`src/common/opreq_params.svh`:
```
// Fixed sizes of the operand requester, included wherever queue, bank or width counts are needed
`ifndef OPREQ_PARAMS_SVH
`define OPREQ_PARAMS_SVH

// Operand queues served by the requester
`define NR_OPQ 4

// Banks of the vector register file
`define NR_BANKS 4

// Instruction ids that can be in flight
`define NR_VINSN 8

// Words of one vector register held in this lane
`define VREG_WORDS 8

// Word address and vector length widths
`define VADDR_W 8
`define VLEN_W 8

// Datapath word width
`define ELEN 64

`endif
```
`src/common/opreq_pkg.sv`:
```
// Shared types of the operand requester, imported by every RTL module and the testbench
package opreq_pkg;

`include "opreq_params.svh"

  //////////////////////////////////////////////////////////////////////
  // Encodings
  //////////////////////////////////////////////////////////////////////

  // Element width, a 64-bit word holds 8, 4, 2 or 1 elements
  typedef enum logic [1:0] {
    EW8,
    EW16,
    EW32,
    EW64
  } eew_e;

  // Operand queues, ALU_A and ALU_B form the high class
  typedef enum logic [1:0] {
    OPQ_ALU_A,
    OPQ_ALU_B,
    OPQ_MASK,
    OPQ_STORE
  } opqueue_e;

  // Fetch unit FSM
  typedef enum logic {
    FETCH_IDLE,
    FETCH_ACTIVE
  } fetch_state_e;

  //////////////////////////////////////////////////////////////////////
  // Scalar types
  //////////////////////////////////////////////////////////////////////

  typedef logic [2:0]                             vid_t;
  typedef logic [`VADDR_W-1:0]                    vaddr_t;
  typedef logic [`VADDR_W-$clog2(`NR_BANKS)-1:0]  vrow_t;
  typedef logic [`VLEN_W-1:0]                     vlen_t;
  typedef logic [`ELEN-1:0]                       elen_t;
  typedef logic [`ELEN/8-1:0]                     strb_t;

  //////////////////////////////////////////////////////////////////////
  // Bundles
  //////////////////////////////////////////////////////////////////////

  // Read request for one vector operand
  typedef struct packed {
    logic [4:0]           vs;
    eew_e                 eew;
    vlen_t                vl;
    logic [`NR_VINSN-1:0] hazard;
  } opreq_cmd_t;

  // Result word to be written back
  typedef struct packed {
    vid_t   id;
    vaddr_t addr;
    elen_t  wdata;
    strb_t  be;
  } result_req_t;

  // One access on a VRF bank
  typedef struct packed {
    vrow_t    row;
    logic     wen;
    elen_t    wdata;
    strb_t    be;
    opqueue_e tgt;
  } vrf_req_t;

endpackage

```
`src/hw/opreq_top.sv`:
```
// Operand requester of one vector lane, connecting fetch units and result writes to the VRF banks
`include "opreq_params.svh"

module opreq_top import opreq_pkg::*; (
  input  logic                        clk_i,
  input  logic                        rst_ni,
  // Lane sequencer commands, one per operand queue
  input  opreq_cmd_t  [`NR_OPQ-1:0]   opreq_cmd_i,
  input  logic        [`NR_OPQ-1:0]   opreq_valid_i,
  output logic        [`NR_OPQ-1:0]   opreq_ready_o,
  input  logic        [`NR_VINSN-1:0] vinsn_running_i,
  // Operand queues
  input  logic        [`NR_OPQ-1:0]   operand_queue_ready_i,
  output logic        [`NR_OPQ-1:0]   operand_issued_o,
  // Result ports
  input  logic                        alu_req_i,
  input  result_req_t                 alu_result_i,
  output logic                        alu_gnt_o,
  input  logic                        ldu_req_i,
  input  result_req_t                 ldu_result_i,
  output logic                        ldu_gnt_o,
  // VRF banks
  output logic        [`NR_BANKS-1:0] vrf_req_o,
  output vrf_req_t    [`NR_BANKS-1:0] vrf_bank_o
);

  logic        [1:0]           wr_req;
  result_req_t [1:0]           wr_result;
  logic        [1:0]           wr_gnt;
  logic        [`NR_VINSN-1:0] vinsn_written;
  logic        [`NR_OPQ-1:0]   rd_req;
  vaddr_t      [`NR_OPQ-1:0]   rd_addr;
  logic        [`NR_OPQ-1:0]   rd_gnt;

  result_write_stage i_write_stage (
    .clk_i           (clk_i),
    .rst_ni          (rst_ni),
    .alu_req_i       (alu_req_i),
    .alu_result_i    (alu_result_i),
    .alu_gnt_o       (alu_gnt_o),
    .ldu_req_i       (ldu_req_i),
    .ldu_result_i    (ldu_result_i),
    .ldu_gnt_o       (ldu_gnt_o),
    .wr_req_o        (wr_req),
    .wr_result_o     (wr_result),
    .wr_gnt_i        (wr_gnt),
    .vinsn_written_o (vinsn_written)
  );

  // One fetch unit per operand queue
  for (genvar i = 0; i < `NR_OPQ; i++) begin : gen_fetch
    operand_fetch_unit i_fetch (
      .clk_i           (clk_i),
      .rst_ni          (rst_ni),
      .cmd_i           (opreq_cmd_i[i]),
      .cmd_valid_i     (opreq_valid_i[i]),
      .cmd_ready_o     (opreq_ready_o[i]),
      .vinsn_running_i (vinsn_running_i),
      .vinsn_written_i (vinsn_written),
      .queue_ready_i   (operand_queue_ready_i[i]),
      .rd_req_o        (rd_req[i]),
      .rd_addr_o       (rd_addr[i]),
      .rd_gnt_i        (rd_gnt[i]),
      .issued_o        (operand_issued_o[i])
    );
  end

  vrf_bank_arbiter i_arbiter (
    .clk_i       (clk_i),
    .rst_ni      (rst_ni),
    .rd_req_i    (rd_req),
    .rd_addr_i   (rd_addr),
    .rd_gnt_o    (rd_gnt),
    .wr_req_i    (wr_req),
    .wr_result_i (wr_result),
    .wr_gnt_o    (wr_gnt),
    .vrf_req_o   (vrf_req_o),
    .vrf_bank_o  (vrf_bank_o)
  );

endmodule

```
`src/arbiter/vrf_bank_arbiter.sv`:
```
// Per-bank VRF arbiter, high class masks low class with round robin inside each class
`include "opreq_params.svh"

module vrf_bank_arbiter import opreq_pkg::*; (
  input  logic                        clk_i,
  input  logic                        rst_ni,
  // Reads from the fetch units
  input  logic        [`NR_OPQ-1:0]   rd_req_i,
  input  vaddr_t      [`NR_OPQ-1:0]   rd_addr_i,
  output logic        [`NR_OPQ-1:0]   rd_gnt_o,
  // Writes from the write stage, port 0 ALU and port 1 load unit
  input  logic        [1:0]           wr_req_i,
  input  result_req_t [1:0]           wr_result_i,
  output logic        [1:0]           wr_gnt_o,
  // VRF banks
  output logic        [`NR_BANKS-1:0] vrf_req_o,
  output vrf_req_t    [`NR_BANKS-1:0] vrf_bank_o
);

  localparam int unsigned BANK_W = $clog2(`NR_BANKS);

  // Round-robin pointers per bank and class
  logic [`NR_BANKS-1:0][1:0][1:0] rr_d;
  logic [`NR_BANKS-1:0][1:0][1:0] rr_q;

  // First requester at or after the pointer, wrapping over three slots
  function automatic logic [1:0] rr_pick(input logic [2:0] req, input logic [1:0] ptr);
    logic [1:0] idx;
    logic       found;
    found   = 1'b0;
    rr_pick = ptr;
    for (int k = 0; k < 3; k++) begin
      idx = (int'(ptr) + k >= 3) ? 2'(int'(ptr) + k - 3) : 2'(int'(ptr) + k);
      if (!found && req[idx]) begin
        rr_pick = idx;
        found   = 1'b1;
      end
    end
  endfunction

  //////////////////////////////////////////////////////////////////////
  // Arbitration
  //////////////////////////////////////////////////////////////////////

  // Class c holds reads of queues 2c and 2c+1 in slots 0 and 1,
  // and write port c in slot 2
  always_comb begin
    logic [1:0][2:0] cls_req;
    logic            cls;
    logic [1:0]      win;
    int              q;

    rd_gnt_o   = '0;
    wr_gnt_o   = '0;
    vrf_req_o  = '0;
    vrf_bank_o = '0;
    rr_d       = rr_q;

    for (int b = 0; b < `NR_BANKS; b++) begin
      for (int c = 0; c < 2; c++) begin
        cls_req[c][0] = rd_req_i[2*c] && (rd_addr_i[2*c][BANK_W-1:0] == BANK_W'(b));
        cls_req[c][1] = rd_req_i[2*c+1] && (rd_addr_i[2*c+1][BANK_W-1:0] == BANK_W'(b));
        cls_req[c][2] = wr_req_i[c] && (wr_result_i[c].addr[BANK_W-1:0] == BANK_W'(b));
      end

      // High class always wins when present
      cls = (|cls_req[0]) ? 1'b0 : 1'b1;
      win = 2'd0;
      q   = 0;

      if (|cls_req[cls]) begin
        win            = rr_pick(cls_req[cls], rr_q[b][cls]);
        rr_d[b][cls]   = (win == 2'd2) ? 2'd0 : win + 2'd1;
        vrf_req_o[b]   = 1'b1;
        if (win == 2'd2) begin
          wr_gnt_o[cls] = 1'b1;
          vrf_bank_o[b] = '{
            row:   wr_result_i[cls].addr[`VADDR_W-1:BANK_W],
            wen:   1'b1,
            wdata: wr_result_i[cls].wdata,
            be:    wr_result_i[cls].be,
            tgt:   OPQ_ALU_A
          };
        end else begin
          q             = 2 * int'(cls) + int'(win);
          rd_gnt_o[q]   = 1'b1;
          vrf_bank_o[b] = '{
            row:   rd_addr_i[q][`VADDR_W-1:BANK_W],
            wen:   1'b0,
            wdata: '0,
            be:    '0,
            tgt:   opqueue_e'(q)
          };
        end
      end
    end
  end

  always_ff @(posedge clk_i or negedge rst_ni) begin
    if (!rst_ni) begin
      rr_q <= '0;
    end else begin
      rr_q <= rr_d;
    end
  end

endmodule

```
`src/hw/operand_fetch_unit.sv`:
```
// Fetch unit of one operand queue, walks a vector register word by word through the bank arbiter
`include "opreq_params.svh"

module operand_fetch_unit import opreq_pkg::*; (
  input  logic                 clk_i,
  input  logic                 rst_ni,
  // Command from the lane sequencer
  input  opreq_cmd_t           cmd_i,
  input  logic                 cmd_valid_i,
  output logic                 cmd_ready_o,
  // Hazard tracking
  input  logic [`NR_VINSN-1:0] vinsn_running_i,
  input  logic [`NR_VINSN-1:0] vinsn_written_i,
  // Operand queue back-pressure
  input  logic                 queue_ready_i,
  // Read port towards the bank arbiter
  output logic                 rd_req_o,
  output vaddr_t               rd_addr_o,
  input  logic                 rd_gnt_i,
  output logic                 issued_o
);

  fetch_state_e         state_d;
  fetch_state_e         state_q;
  vaddr_t               addr_d;
  vaddr_t               addr_q;
  vlen_t                len_d;
  vlen_t                len_q;
  eew_e                 eew_d;
  eew_e                 eew_q;
  logic [`NR_VINSN-1:0] hazard_d;
  logic [`NR_VINSN-1:0] hazard_q;

  logic  stall;
  vlen_t elems;
  logic  last_word;

  // Hold off while an earlier instruction skipped its write last cycle
  assign stall = |(hazard_q & ~vinsn_written_i);

  // Elements packed into one 64-bit word
  assign elems     = vlen_t'(1) << (3 - int'(eew_q));
  assign last_word = (len_q <= elems);

  assign rd_req_o  = (state_q == FETCH_ACTIVE) && queue_ready_i && !stall;
  assign rd_addr_o = addr_q;
  assign issued_o  = rd_req_o & rd_gnt_i;

  //////////////////////////////////////////////////////////////////////
  // Next-state logic
  //////////////////////////////////////////////////////////////////////

  always_comb begin
    state_d     = state_q;
    addr_d      = addr_q;
    len_d       = len_q;
    eew_d       = eew_q;
    hazard_d    = hazard_q;
    cmd_ready_o = 1'b0;

    case (state_q)
      FETCH_IDLE: begin
        cmd_ready_o = 1'b1;
      end
      FETCH_ACTIVE: begin
        // Drop hazards on instructions that have retired
        hazard_d = hazard_q & vinsn_running_i;
        if (issued_o) begin
          addr_d = addr_q + vaddr_t'(1);
          if (last_word) begin
            len_d       = '0;
            state_d     = FETCH_IDLE;
            // Back-to-back commands on the last grant
            cmd_ready_o = 1'b1;
          end else begin
            len_d = len_q - elems;
          end
        end
      end
      default: begin
        state_d = FETCH_IDLE;
      end
    endcase

    if (cmd_ready_o && cmd_valid_i) begin
      // Empty vectors need no reads
      state_d  = (cmd_i.vl != '0) ? FETCH_ACTIVE : FETCH_IDLE;
      addr_d   = vaddr_t'(int'(cmd_i.vs) * `VREG_WORDS);
      len_d    = cmd_i.vl;
      eew_d    = cmd_i.eew;
      hazard_d = cmd_i.hazard;
    end
  end

  //////////////////////////////////////////////////////////////////////
  // Registers
  //////////////////////////////////////////////////////////////////////

  always_ff @(posedge clk_i or negedge rst_ni) begin
    if (!rst_ni) begin
      state_q  <= FETCH_IDLE;
      hazard_q <= '0;
    end else begin
      state_q  <= state_d;
      hazard_q <= hazard_d;
    end
  end

  always_ff @(posedge clk_i) begin
    addr_q <= addr_d;
    len_q  <= len_d;
    eew_q  <= eew_d;
  end

endmodule

```
`src/hw/result_write_stage.sv`:
```
// Result write ports of the lane, feeding ALU and load-unit writes to the VRF bank arbiter
`include "opreq_params.svh"

module result_write_stage import opreq_pkg::*; (
  input  logic                       clk_i,
  input  logic                       rst_ni,
  // ALU result port
  input  logic                       alu_req_i,
  input  result_req_t                alu_result_i,
  output logic                       alu_gnt_o,
  // Load-unit result port
  input  logic                       ldu_req_i,
  input  result_req_t                ldu_result_i,
  output logic                       ldu_gnt_o,
  // Towards the bank arbiter, port 0 ALU and port 1 load unit
  output logic        [1:0]          wr_req_o,
  output result_req_t [1:0]          wr_result_o,
  input  logic        [1:0]          wr_gnt_i,
  // Instructions that wrote in the previous cycle
  output logic        [`NR_VINSN-1:0] vinsn_written_o
);

  //////////////////////////////////////////////////////////////////////
  // ALU port
  //////////////////////////////////////////////////////////////////////

  // High priority, goes straight to the arbiter
  assign wr_req_o[0]    = alu_req_i;
  assign wr_result_o[0] = alu_result_i;
  assign alu_gnt_o      = wr_gnt_i[0];

  //////////////////////////////////////////////////////////////////////
  // Load-unit stream register
  //////////////////////////////////////////////////////////////////////

  logic        ldu_valid_q;
  result_req_t ldu_data_q;

  // Accept only into an empty slot
  assign ldu_gnt_o = ldu_req_i & ~ldu_valid_q;

  always_ff @(posedge clk_i or negedge rst_ni) begin
    if (!rst_ni) begin
      ldu_valid_q <= 1'b0;
    end else if (ldu_gnt_o) begin
      ldu_valid_q <= 1'b1;
    end else if (wr_gnt_i[1]) begin
      ldu_valid_q <= 1'b0;
    end
  end

  always_ff @(posedge clk_i) begin
    if (ldu_gnt_o) begin
      ldu_data_q <= ldu_result_i;
    end
  end

  assign wr_req_o[1]    = ldu_valid_q;
  assign wr_result_o[1] = ldu_data_q;

  //////////////////////////////////////////////////////////////////////
  // Written-instruction tracking
  //////////////////////////////////////////////////////////////////////

  logic [`NR_VINSN-1:0] written_d;
  logic [`NR_VINSN-1:0] written_q;

  always_comb begin
    written_d = '0;
    // One bit per instruction id, set by any granted port
    written_d[alu_result_i.id] |= wr_gnt_i[0];
    written_d[ldu_data_q.id]   |= wr_gnt_i[1];
  end

  always_ff @(posedge clk_i or negedge rst_ni) begin
    if (!rst_ni) begin
      written_q <= '0;
    end else begin
      written_q <= written_d;
    end
  end

  assign vinsn_written_o = written_q;

endmodule

```
`config.mk`:
```
export PLATFORM = sky130hd
export DESIGN_NAME = opreq_top
export DESIGN_NICKNAME = d
export VERILOG_FILES = /design/src/common/opreq_pkg.sv /design/src/hw/opreq_top.sv /design/src/arbiter/vrf_bank_arbiter.sv /design/src/hw/operand_fetch_unit.sv /design/src/hw/result_write_stage.sv
export VERILOG_INCLUDE_DIRS = /design/src /design/src/common
export SDC_FILE = /design/constraint.sdc
export NUM_CORES = 1
export LEC_CHECK = 0
export BUFFER_PORTS_ARGS = -buffer_cell sky130_fd_sc_hd__clkbuf_2
export CAP_MARGIN = 10
export CORE_AREA = 4 4 240 242
export CTS_BUF_LIST = sky130_fd_sc_hd__clkbuf_4
export DETAILED_ROUTE_END_ITERATION = 7
export DIE_AREA = 0 0 244 246
export PLACE_DENSITY_LB_ADDON = 0.2
export SLEW_MARGIN = 20
export SYNTH_ARGS = -nofsm -noshare
export SYNTH_HDL_FRONTEND = slang
export SYNTH_HIERARCHICAL = 1
export SYNTH_SLANG_ARGS = --single-unit
export TNS_END_PERCENT = 20
```
`constraint.sdc`:
```
create_clock -name clk_i -period 6.7 [get_ports clk_i]
set_input_delay 0.335 -clock clk_i [delete_from_list [all_inputs] [get_ports clk_i]]
set_output_delay 0.335 -clock clk_i [all_outputs]
set_load 0.03 [all_outputs]
```
==> impl_summary.log <==
INFO  metric status = completed
INFO  metric final_ant_viol_nets = 0
INFO  metric timing.rr.end = gen_fetch[2].i_fetch/hazard_q[0]
INFO  metric path_clk_slew = 0.07 ns
INFO  metric finalSetupViolCount = 0
INFO  metric grtUsageTotal = 27.23%
INFO  metric placement.io_buffers = 615
INFO  metric detail_route.drc_violations = 0
INFO  metric layout.core_utilization = 43.41%
INFO  metric ff2ff_setup_slack = 0.42 ns
INFO  metric cpPeakStageDelay = 0.48 ns
INFO  metric mappedNetlistNets = 2145
INFO  metric critical_path_cell_count = 20
INFO  metric grt_pass1_vias = 18379
INFO  metric relSlewSlack = 23.26%
INFO  metric number_of_slew_limit_violations_in_the_final_report = 0
INFO  metric drive_above_1_share = 33.80%
INFO  metric final_min_period_over_clock_period = 95.41%
INFO  metric timing.critical_path.max_delay_family = simple AND/OR/NAND/NOR gates
INFO  metric initialDrtViolationCount = 1737
INFO  metric final.hold.worst_slack = 0.1168 ns
INFO  metric mostFrequentLayoutCell = sky130_fd_sc_hd__clkbuf_2
INFO  metric htree_num_levels = 3
INFO  metric tightestPinTransition = 1.151 ns
INFO  metric clkSinkCount = 216
INFO  metric cts_root_buffer = sky130_fd_sc_hd__clkbuf_4
INFO  metric initial_cell_density_of_the_core = 31.18%
INFO  metric floorplan.core_area = 55090 um2
INFO  metric timing.hold.worst.class = in -> reg
INFO  metric grt_first_pass_wirelength = 123.2 mm
INFO  metric hold_violations = 0
INFO  metric placed_cells = 3041
INFO  metric cp_slowest_cell = sky130_fd_sc_hd__a222oi_1
INFO  metric yosysWarnings = 6
INFO  metric final_period_minus_worst_setup_slack = 6.393 ns
INFO  metric criticalPathCategory = reg -> out
INFO  metric cts_tree = built
INFO  metric crit_chain = inv_1, a222oi_1, and3_4, nand3b_1, nand3_2, inv_2, mux2_2, inv_1, ha_2, nand4bb_1, o32ai_4, nor4b_1, o32ai_1, a221o_1, inv_2, nand2b_1, nor2_4, buf_4, a22o_1, clkbuf_2
INFO  metric synth_cells = 1833
INFO  metric top_level_ports = 616
INFO  metric critical_path.startpoint = i_write_stage/vinsn_written_o[0]
INFO  metric initial_antenna_violation_count = 9
INFO  metric cp-end-kind = output port
INFO  metric route.final.wire_length = 86.78 mm
INFO  metric die_area = 60020 um2
INFO  metric final_cell_count_no_fill = 3416
INFO  metric dr_total_vias = 19030
INFO  metric post_synth.cell_area_avg = 9.371 um2
INFO  metric cts_buffers = 71
INFO  metric clk_latency = 0.81 ns
INFO  metric gp_congestion = 1.047
INFO  metric chipHeight = 246 um
INFO  metric worst-endpoint-required = 6.36 ns
INFO  metric number_of_buffer_and_inverter_instances_along_the_worst_setup_path = 6
INFO  metric max_clock_freq = 156.4 MHz
INFO  metric chipWidth = 244 um
INFO  metric worst_reg_to_reg_cells = 25
INFO  metric grt_overflow = 0
INFO  metric grt_start_max_net_pins = 81
INFO  metric worst-endpoint-arrival = 6.06 ns
INFO  metric mapped_area = 17180 um2
INFO  metric timing.rr.start = i_write_stage/vinsn_written_o[0]
INFO  metric growth_of_design_area_from_synthesis_to_finish = 39.24%
INFO  metric fin_worst_skew = 0.06321 ns
INFO  metric worstSetupStartpointType = flip-flop
INFO  metric critical_path.max_fanout = 24
INFO  metric cts-root-to-sink-buffers = 3
INFO  metric num-nets-final = 2917
INFO  metric mostFrequentLayoutCells = sky130_fd_sc_hd__clkbuf_2 (611), sky130_fd_sc_hd__nand2_1 (237), sky130_fd_sc_hd__dlygate4sd3_1 (221), sky130_fd_sc_hd__a22o_1 (216), sky130_fd_sc_hd__edfxtp_1 (143)
INFO  metric drtPass1Iterations = 6
INFO  metric rows = 86
INFO  metric timing.max_cap.violations = 0
INFO  metric hpwl = 66.12 mm
INFO  metric drt-vias-per-instance = 5.571
INFO  metric detail_route.wl_per_cell = 25.40 um
INFO  metric critical_path_endpoint = vrf_bank_o[109]
-- routing by layer --
metal	GRT usage [%]	wire [um]	share of wire (%)
met2	43.61	39830	46
met1	34.73	35310	41
met3	7.619	7994	9.2
met5	0	43	0.050
met4	11.26	3597	4.1
-- what timing repair did --
item                                    4_1_cts  5_1_grt
endpoints found under the hold margin       254        0
hold buffers                                221        0
pin swaps                                     5       10
gates cloned                                  0        1
endpoints found under the setup margin      233      108
resized for setup                            21       19
setup buffers                                 5       12
-- per-stage QoR --
stage | setup TNS (ns) | worst slack (ns) | cell area (um2)
floorplan | 0 | 0.8324 | 17180
global placement | 0 | 0.3110 | 20420
detailed placement | 0 | 0.2005 | 20420
CTS | -0.008865 | -0.008865 | 23710
global route | -0.02929 | -0.02613 | 23910
finish | 0 | 0.3073 | 23920
-- worst min path at each step --
stage                                             to  cells past startpoint                      from  slack, ns
finish                  gen_fetch[2].i_fetch/state_q                      6  operand_queue_ready_i[2]       0.12
global route            gen_fetch[2].i_fetch/state_q                      6  operand_queue_ready_i[2]       0.07
CTS                     gen_fetch[2].i_fetch/state_q                      6  operand_queue_ready_i[2]       0.04
detailed placement                 i_arbiter/rr_q[5]                      2         i_arbiter/rr_q[5]       0.46
floorplan           gen_fetch[0].i_fetch/hazard_q[0]                      0                    rst_ni       0.04
global placement                   i_arbiter/rr_q[8]                      2         i_arbiter/rr_q[8]       0.47
-- flip-flops by register name (all words and copies together) (netlist names) --
signal and count:
i_write_stage/wr_result_o 83, gen_fetch.i_fetch/hazard_q 32, gen_fetch.i_fetch/len_q 32, gen_fetch.i_fetch/rd_addr_o 32, i_arbiter/rr_q 16, gen_fetch.i_fetch/eew_q 8
i_write_stage/vinsn_written_o 8, gen_fetch.i_fetch/state_q 4, i_write_stage/ldu_valid_q 1
-- final cells by class --
class                      count  area [um2]
inverter                     107       404.1
fill                        5561       31180
tap                          748       935.9
sequential                   216        6062
clock inverter                27       173.9
antenna                        5       12.51
clock buffer                 104       780.7
timing repair buffer         901        5911
multi-input combinational   1308        9637
-- worst min-delay path, delay by kind of cell --
family / cells / cell delay (ns)
buffers and inverters: 1 / 0.08
AOI/OAI and AO/OA: 2 / 0.15
and+or+nand+nor: 3 / 0.33
Power is left out: the tool's default activity adds up to more than one toggle a clock period on the data nets, which glitch-free logic cannot reach.
